<file path="config.mk">
export PLATFORM = sky130hd
export DESIGN_NAME = magnitudeUnit
export DESIGN_NICKNAME = d
export VERILOG_FILES = /design/src/fftPkg.sv /design/src/magnitudeUnit.sv
export SDC_FILE = /design/constraint.sdc
export NUM_CORES = 1
export LEC_CHECK = 0
export ABC_CLOCK_PERIOD_IN_PS = 5750
export CORE_MARGIN = 8
export CORE_UTILIZATION = 64
export CTS_BUF_LIST = sky130_fd_sc_hd__clkbuf_16
export DETAILED_ROUTE_END_ITERATION = 7
export DONT_BUFFER_PORTS = 1
export HOLD_SLACK_MARGIN = 0.12
export PLACE_DENSITY = 0.81
export SLEW_MARGIN = 20
export SYNTH_ARGS = -nofsm -noshare
export SYNTH_HDL_FRONTEND = slang
export SYNTH_SLANG_ARGS = --single-unit
</file>
<file path="constraint.sdc">
create_clock -name clk -period 5.75 [get_ports clk]
set_clock_uncertainty 0.1 [all_clocks]
set_input_delay 0.2875 -clock clk [delete_from_list [all_inputs] [get_ports clk]]
set_output_delay 0.2875 -clock clk [all_outputs]
set_load 0.01 [all_outputs]
</file>
<file path="src/fftPkg.sv">
package fftPkg;

  ////////////////////////////////////////////////////////////////////////////
  // sizes

  localparam int FFT_POINTS   = 32;                        // points per frame
  localparam int LOG2_POINTS  = 5;                         // radix-2 stages
  localparam int ADDR_W       = 5;                         // store address
  localparam int SAMPLE_W     = 16;                        // input sample, signed
  localparam int DATA_W       = 18;                        // working value, signed
  localparam int TWIDDLE_W    = 16;                        // twiddle part, signed
  localparam int TWIDDLE_FRAC = 14;                        // 1.0 == 2**14
  localparam int MAG_W        = 20;                        // magnitude, unsigned
  localparam int STAGE_W      = $clog2(LOG2_POINTS + 1);   // stage count incl. done
  localparam int PEND_W       = 3;                         // 0..4 butterflies in flight

  ////////////////////////////////////////////////////////////////////////////
  // types

  typedef logic signed [SAMPLE_W-1:0] sampleT;
  typedef logic [MAG_W-1:0] magT;

  typedef struct packed {
    logic signed [DATA_W-1:0] re;
    logic signed [DATA_W-1:0] im;
  } complexT;                                               // 36 bits

  typedef struct packed {
    logic signed [TWIDDLE_W-1:0] cosVal;
    logic signed [TWIDDLE_W-1:0] sinVal;
  } twiddleT;                                               // 32 bits

  typedef struct packed {
    logic [ADDR_W-1:0] addrTop;                             // gets (a+b)/2
    logic [ADDR_W-1:0] addrBot;                             // gets (a-b)/2 * conj(w)
  } bflyTagT;                                               // 10 bits

  typedef enum logic [2:0] {
    stLoad,                                                 // idle, accepting samples
    stStage,                                                // stage start
    stIssue,                                                // one butterfly per cycle
    stDrain,                                                // wait for write-backs
    stMag,                                                  // magnitude pass
    stReadout                                               // bit-reversed readout
  } ctrlStateT;

  ////////////////////////////////////////////////////////////////////////////
  // twiddles, cos/sin(2*pi*k/FFT_POINTS) * 2**TWIDDLE_FRAC

  // quarter wave, values rounded to nearest (no exact halves at this size)
  function automatic logic signed [TWIDDLE_W-1:0] quarterCos(input int q);
    case (q)
      0: return 16384;
      1: return 16069;
      2: return 15137;
      3: return 13623;
      4: return 11585;
      5: return 9102;
      6: return 6270;
      7: return 3196;
      default: return 0;
    endcase
  endfunction

  function automatic logic signed [TWIDDLE_W-1:0] twiddleCos(input int k);
    int kk;
    kk = k & (FFT_POINTS - 1);                              // wrap, negative k too
    if (kk <= FFT_POINTS / 4) return quarterCos(kk);
    else if (kk <= FFT_POINTS / 2) return -quarterCos(FFT_POINTS / 2 - kk);
    else if (kk <= 3 * FFT_POINTS / 4) return -quarterCos(kk - FFT_POINTS / 2);
    else return quarterCos(FFT_POINTS - kk);
  endfunction

  // sin(x) = cos(x - pi/2)
  function automatic logic signed [TWIDDLE_W-1:0] twiddleSin(input int k);
    return twiddleCos(k - FFT_POINTS / 4);
  endfunction

endpackage

</file>
<file path="src/magnitudeUnit.sv">
`timescale 1ns/1ps

// |z| ~ max(|re|,|im|) + min(|re|,|im|)/4, two cycles
module magnitudeUnit import fftPkg::*; (
  input  logic    clk,
  input  logic    rst,
  input  logic    inValid,
  input  complexT bin,
  output logic    outValid,
  output magT     mag
);

  logic              s1Valid;
  logic [DATA_W-1:0] absRe;                                 // unsigned, -2**17 fits
  logic [DATA_W-1:0] absIm;
  logic [DATA_W-1:0] larger;
  logic [DATA_W-1:0] smaller;

  assign larger  = (absRe >= absIm) ? absRe : absIm;
  assign smaller = (absRe >= absIm) ? absIm : absRe;

  always_ff @(posedge clk) begin
    if (rst) begin
      s1Valid  <= 1'b0;
      outValid <= 1'b0;
    end else begin
      s1Valid  <= inValid;
      outValid <= s1Valid;
    end
  end

  always_ff @(posedge clk) begin
    absRe <= bin.re[DATA_W-1] ? -bin.re : bin.re;           // cycle 1
    absIm <= bin.im[DATA_W-1] ? -bin.im : bin.im;
    mag   <= MAG_W'(larger) + MAG_W'(smaller >> 2);         // cycle 2
  end

endmodule

</file>
==> summary.md, run 1 <==
| Metric | Value |
|---|---|
| RSZ-0062 raised after global routing | `no` |
| Compound-gate portion of the synthesized area | `17.7%` |
| Final Non-Filler Cells | `510` |
| Placed cells | `440` |
| CP endpoint kind | `flop` |
| Critical Path, Cell by Cell | `inv_1 -> ha_1 -> a21o_1 -> a221oi_1 -> o21ai_0 -> nand3_1 -> nand3_1 -> buf_4 -> mux2_2 -> ha_1 -> a211oi_1 -> o21bai_1 -> o22a_1 -> a31o_2 -> or3_1 -> a31oi_1 -> xor2_1` |
| Least-Margin Pin Slew | `0.592 ns` |
| CTS H-tree depth | `3` |
| Drt pass-1 iters | `5` |
| Crit path buffers/inverters | `2` |
| Maximum VDD drop | `0.216 mV` |
| Number of antenna-violating nets in the routed design | `0` |
| GPL Wtd Cong | `0.837` |
| Hold Fails Final Rpt | `0` |
| Hold WS | `0.149 ns` |
| First-pass GRT wire length | `16.4 mm` |
| Maxcap violations | `0` |
| Setup WS post-layout | `1.11 ns` |
| CP max stage cell | `ha_1` |
| Iter 0 DRT Violations | `438` |
| CP delay by family, top | `compound AO/OA/AOI/OAI gates` |
| Commonest non-fill, non-tap cell in the layout | `dfxtp_1` |
| Largest family of logic cells by synthesized area | `compound AO/OA/AOI/OAI gates` |
| Avg Inst Size Synth | `8.96 sq um` |
| Sequential share of the synthesized area | `33.6%` |
| Most frequent cells in the layout | `dfxtp_1 (57), dlygate4sd3_1 (54), o21ai_0 (38), nand2_1 (37), ha_1 (36)` |
| Syn Nets | `455` |
| Synth Area in Simple Gates | `12.8%` |
| #FFs+latches synth | `57` |
| Final TNS setup | `0 ns` |
| Multiplexer share of the synthesized area | `6.23%` |
| Nets@finish | `511` |
| Port bufs | `0` |
| Initial antenna violation count | `0` |
| Number of clock sinks | `57` |
| Fin crit share | `80.7%` |
| Total wire length | `10.3 mm` |
| CTS clk-pin slew, worst paths | `0.05 ns` |
| Post-layout min period | `4.64 ns` |
| Hpwl dp | `5.36 mm` |
| Cell Rows | `26` |
| RR Endpoint | `mag[16]` |
| Routed wire per std cell | `20.2 um` |
| P per Cell Area | `410 nW/um^2` |
| Critical Path Start Type | `flop` |
| Post-synthesis xor/xnor area fraction | `11.6%` |
| Clk buf depth | `2` |
| Vert. Die Dim | `88.8 um` |
| Vias in the first global route | `3281` |
| Fill cells | `252` |
| Congestion Overflow GR | `0` |
| Layout cells sized above 1 | `8.41%` |
| Hold/Removal Path Class | `input port to flop` |
| Crit Path Class | `flop to flop` |
| Reg-to-reg slack, setup | `1.11 ns` |
| Root Driver | `clkbuf_16` |
| Syn. warnings | `0` |
| Setup bufs post-CTS | `0` |
| FMAX | `0.215 GHz` |
| Syn Inst Count | `379` |
| Hold Startpoint | `bin[17]` |
| Crit path DAT | `4.79 ns` |
| Final Max Tran Viols | `0` |
| Number of distinct library cells after synthesis | `41` |
| CTS tree | `done` |
| Critical path required time | `5.90 ns` |
| R2R Path Start | `absIm[3]` |
| Final instance area | `4280 sq um` |
| Cell area after placement | `3450 sq um` |
| Worst slew margin | `60.0%` |
| Hold depth | `2` |
| DRC | `0` |
| Max incr delay on CP | `0.37 ns` |
| Overall die area | `7890 sq um` |
| Area of the core | `5110 sq um` |
| Pre-CTS setup slack | `1.48 ns` |
| Final setup vio count | `0` |
| Die X | `88.8 um` |
| Adder-Cell Fraction of Synth Area | `13.9%` |
| Initial Util | `66.5%` |
| GRT Total Usage | `27.5%` |
| CTS resizes | `0` |
| Synth Cell Area | `3400 sq um` |
| Area Overhead vs Synth | `25.9%` |
| Outcome | `complete, no violations` |
| Utilization after layout | `83.7%` |
| Post-CTS Hold Buffers | `54` |
| Via/cell ratio | `6.22` |
| Power, Total | `1.75 mW` |
| CP max FO | `46` |
| Vias | `3173` |
| Leak pwr | `1.84 nW` |
| Skew-Pair Late Insertion Delay | `0.33 ns` |
| R2r worst-path depth | `17` |
| I/O Pins | `60` |
| CTS Buf Count | `9` |
| WHS Endpoint | `absIm[5]` |
| # diodes | `0` |
| Largest net degree at the start of global routing | `47` |
[worst max path at each step]
stage               startpoint  depth (start not counted)  endpoint  slack (ns)
finish                absIm[3]                         17   mag[16]        1.11
global route          absIm[3]                         17   mag[16]        0.92
CTS                   absIm[8]                         17   mag[16]        1.39
detailed placement    absIm[5]                         17   mag[16]        1.48
global placement      absIm[3]                         17   mag[18]        1.59
floorplan             absIm[5]                         18   mag[16]        1.59
[logic make-up after synthesis]
| family | after synthesis |
|---|---|
| compound gates | 98 |
| simple gates | 86 |
| flops | 57 |
| xor+xnor | 45 |
| fa+ha+maj | 37 |
| buf+inv | 36 |
| mux | 19 |
| other cells | 1 |
[metal layers]
layer  up-vias  wire, um  track usage [%]
met4         0       389             16.3
met3        37      1130             9.38
met1      1462      3980             30.4
met5         -         0                0
met2       220      4790             44.5
li1       1454         -                -
[worst register-to-register path: cells and delay by family (launching register included)]
family	cells	cell delay, ns
AO/OA/AOI/OAI	8	1.82
adder cells (fa/ha/maj)	2	0.70
AND/OR/NAND/NOR	3	0.65
buffers and inverters	2	0.42
flip-flops	1	0.34
multiplexers	1	0.33
XOR/XNOR	1	0.20
[flip-flops by register name, summed over array words and instances (netlist names)]
register and flops:
outValid 1, mag 19, s1Valid 1, absIm 18
absRe 18
[cell type report]
type / instances / area (sq um) / area share [%]
Multi-Input combinational cell: 286 / 2120 / 49.5
Sequential cell: 57 / 1140 / 26.7
Timing Repair Buffer: 55 / 548 / 12.8
Clock buffer: 9 / 225 / 5.27
Inverter: 26 / 97.6 / 2.28
Tap cell: 70 / 87.6 / 2.05
Clock inverter: 7 / 61.3 / 1.43
[synthesized netlist by cell type]
master / count / area [sq um]
dfxtp_1: 57 / 1140
or3_2: 1 / 7.51
or2_2: 1 / 6.26
a31o_2: 1 / 8.76
buf_4: 1 / 7.51
clkbuf_1: 9 / 33.8
nor3_1: 3 / 15.0
and3_1: 4 / 25.0
a221oi_1: 1 / 8.76
nand3_1: 8 / 40.0
or3_4: 1 / 11.3
conb_1: 1 / 3.75
mux2i_1: 2 / 20.0
o21a_1: 2 / 15.0
nand4_1: 5 / 31.3
o21ai_0: 38 / 190
a21oi_1: 23 / 115
xor2_1: 12 / 105
a21o_1: 8 / 60.1
fa_1: 1 / 20.0
or4_1: 2 / 15.0
a21boi_0: 1 / 7.51
or4_4: 1 / 11.3
xnor2_1: 33 / 289
o31ai_4: 1 / 21.3
a211oi_1: 3 / 22.5
nor2b_1: 2 / 12.5
nand2_1: 37 / 139
inv_1: 26 / 97.6
o41ai_1: 3 / 26.3
o22a_1: 1 / 8.76
or3_1: 8 / 50.1
nor4b_1: 2 / 17.5
nand2b_1: 5 / 31.3
o21bai_1: 5 / 37.5
o211ai_1: 1 / 7.51
ha_1: 36 / 450
a31oi_1: 3 / 18.8
mux2_2: 17 / 191
o31ai_1: 7 / 52.6
nor2_1: 6 / 22.5
[power breakdown]
part	internal, mW	switching, mW	leakage [nW]
logic	0.303	0.358	1.23
registers	0.496	0.0785	0.479
clock network	0.329	0.189	0.134
Power figures use the tool's default switching activity.
==> run 2: changes to the inputs <==
ABC_CLOCK_PERIOD_IN_PS = 4000   (was 5750)
CORE_UTILIZATION = 57   (was 64)
PLACE_DENSITY = 0.76   (was 0.81)
clock period = 4 ns   (was 5.75 ns; I/O delays follow)
==> run 2 against run 1 <==
Compared with the run above: the flow now finishes with violations (setup timing); core utilization down 0.84 points; combinational power up 97%; total power up 64%; sequential power up 45%; flip-flop and latch count unchanged; count of clock-buffer cells in the layout unchanged; cell count up 7.3%; first-iteration DRC count down 6.2%; die area up 10%; non-clock buffer count up 34; global-route usage down 4.2 points; clock power up 42%; critical endpoint is now mag[14].
==> summary.md, run 2 (same netlist as run 1, synthesis figures left out) <==
| Metric | Value |
|---|---|
| Outcome | `finished with violations` |
| Failing checks | `setup timing` |
| Iter 0 DRT Violations | `411 (-6.2%)` |
| Vert. Die Dim | `93.2 um (+4.9%)` |
| Area Overhead vs Synth | `42.8%` |
| I/O Pins | `60 (unchanged)` |
| Largest regs | `mag: 19 flops, absIm: 18 flops, absRe: 18 flops` |
| Number of clock sinks | `57 (unchanged)` |
| Commonest non-fill, non-tap cell in the layout | `dlygate4sd3_1` |
| CTS Buf Count | `9 (unchanged)` |
| Nets@finish | `545 (+6.7%)` |
| Crit path DAT | `4.24 ns (-0.55 ns)` |
| First-pass GRT wire length | `16.1 mm (-1.9%)` |
| DRC | `0 (unchanged)` |
| P per Cell Area | `592 nW/um^2 (+44%)` |
| GRT Total Usage | `23.3% (-4.2 points)` |
| Total wire length | `12.5 mm (+22%)` |
| Maximum VDD drop | `0.355 mV (+64%)` |
| Setup WS post-layout | `-0.0816 ns (-1.19 ns)` |
| Cell area after placement | `3670 sq um (+6.5%)` |
| Initial antenna violation count | `0 (unchanged)` |
| Cell Rows | `28 (+7.7%)` |
| Hold/Removal Path Class | `input port to flop` |
| Max incr delay on CP | `0.40 ns (+0.03 ns)` |
| Worst slew margin | `65.2% (+5.2 points)` |
| Leak pwr | `2.04 nW (+11%)` |
| Critical Path, Cell by Cell | `inv_1 -> ha_4 -> and3_1 -> nand4_1 -> nor2_2 -> o21ai_2 -> nand3_4 -> buf_12 -> mux2_2 -> ha_1 -> and3_1 -> o21a_1 -> o22a_1 -> a31o_2 -> or3_4 -> a31oi_4 -> xnor2_1` |
| Hold Fails Final Rpt | `0 (unchanged)` |
| Most flop-heavy register | `mag` |
| Clk buf depth | `2 (unchanged)` |
| CP max stage cell | `or3_4` |
| Hold WS | `0.208 ns (+0.0587 ns)` |
| Skew-Pair Late Insertion Delay | `0.33 ns (about the same)` |
| Initial Util | `58.0% (-8.4 points)` |
| Least-Margin Pin Slew | `0.516 ns (-0.0757 ns)` |
| Vias | `3522 (+11%)` |
| Post-layout min period | `4.08 ns (-0.561 ns)` |
| Layout cells sized above 1 | `23.9% (+16 points)` |
| # diodes | `0 (unchanged)` |
| Vias in the first global route | `3394 (+3.4%)` |
| Overall die area | `8680 sq um (+10%)` |
| CP max FO | `20 (-57%)` |
| Crit Path Class | `flop to flop` |
| Port bufs | `0 (unchanged)` |
| Maxcap violations | `0 (unchanged)` |
| Critical Path Start Type | `flop` |
| Final Max Tran Viols | `0 (unchanged)` |
| CP endpoint kind | `flop` |
| CTS H-tree depth | `3 (unchanged)` |
| Routed wire per std cell | `22.9 um (+14%)` |
| Max FFs per register | `19 (unchanged)` |
| Hpwl dp | `5.91 mm (+10%)` |
| Most frequent cells in the layout | `dlygate4sd3_1 (56), dfxtp_1 (48), nand2_1 (37), o21ai_0 (34), xnor2_1 (33)` |
| Final setup vio count | `3 (+3)` |
| Most used cell, CP | `and3_1` |
| Pre-CTS setup slack | `-0.100 ns (-1.58 ns)` |
| Fin crit share | `102% (+21 points)` |
| CTS tree | `done` |
| Final instance area | `4850 sq um (+13%)` |
| Root Driver | `clkbuf_16` |
| Critical path required time | `4.15 ns (-1.75 ns)` |
| Drt pass-1 iters | `5 (unchanged)` |
| GPL Wtd Cong | `0.865 (+3.3%)` |
| Area of the core | `5850 sq um (+15%)` |
| Die X | `93.2 um (+4.9%)` |
| Via/cell ratio | `6.44 (+3.5%)` |
| Number of antenna-violating nets in the routed design | `0 (unchanged)` |
| CTS clk-pin slew, worst paths | `0.05 ns (about the same)` |
| Largest net degree at the start of global routing | `40 (-15%)` |
| FMAX | `0.245 GHz (+14%)` |
| Congestion Overflow GR | `0 (unchanged)` |
## run 2: cell count changes in the layout (fill, tap and decap cells not counted), sizes merged
cell	delta
buf	+31
clkinvlp	-2
dlygate4sd3	+2
clkbuf	+1
## run 2: layout make-up
class | instances | area [sq um]
multi-input cells | 286 | 2390
inverters | 26 | 97.6
fillers | 245 | 1000
clock buffers | 9 | 225
flip-flops and latches | 57 | 1150
clock inverters | 5 | 48.8
well taps | 75 | 93.8
repair buffers | 89 | 842
## run 2: power by group
group | switching, mW | leakage [nW] | internal, mW
sequential | 0.120 | 0.479 | 0.715
clock | 0.268 | 0.138 | 0.468
combinational | 0.650 | 1.43 | 0.647
## run 2: per-stage QoR
| step | setup TNS [ns] | std cells | total power, mW | util [%] |
|---|---|---|---|---|
| global placement | -0.0139 | 472 | 1.77 | 62.8 |
| detailed placement | -0.261 | 472 | 1.80 | 62.8 |
| finish | -0.152 | 547 | 2.87 | 82.9 |
| global route | -0.339 | 547 | 3.00 | 82.9 |
| CTS | 0 | 542 | 2.62 | 77.6 |
| floorplan | 0 | 379 | 1.53 | - |
## run 2: repair_timing
action / in CTS / in global routing
hold buffers: 56 / 0
setup buffers: 0 / 4
gates resized for setup: 9 / 47
setup endpoints to repair: 4 / 7
gates cloned: 0 / 1
pin swaps: 4 / 21
hold endpoints to repair: 38 / 0
## run 2: worst paths after layout
path / from / end / slack [ns] / cells past startpoint
hold reg to reg: s1Valid / outValid / 0.37 / 1
setup / recovery: absIm[8] / mag[14] / -0.08 / 17
hold / removal: bin[5] / absIm[7] / 0.21 / 3
setup reg to reg: absIm[8] / mag[14] / -0.08 / 17
## run 2: worst max-delay path, delay by kind of cell (launching register included)
kind                     cells  cell delay [ns]
AO/OA/AOI/OAI                5             0.88
XOR/XNOR                     1             0.14
adder cells (fa/ha/maj)      2             0.62
buffers and inverters        2             0.28
flip-flops                   1             0.36
multiplexers                 1             0.37
AND/OR/NAND/NOR              6             1.26
## run 2: metal layers
layer / vias up / wire [um] / GRT usage [%]
met2: 305 / 5860 / 40.0
met4: 0 / 835 / 13.3
met3: 97 / 1410 / 7.37
li1: 1520 / - / -
met5: - / 0 / 0
met1: 1600 / 4440 / 24.8
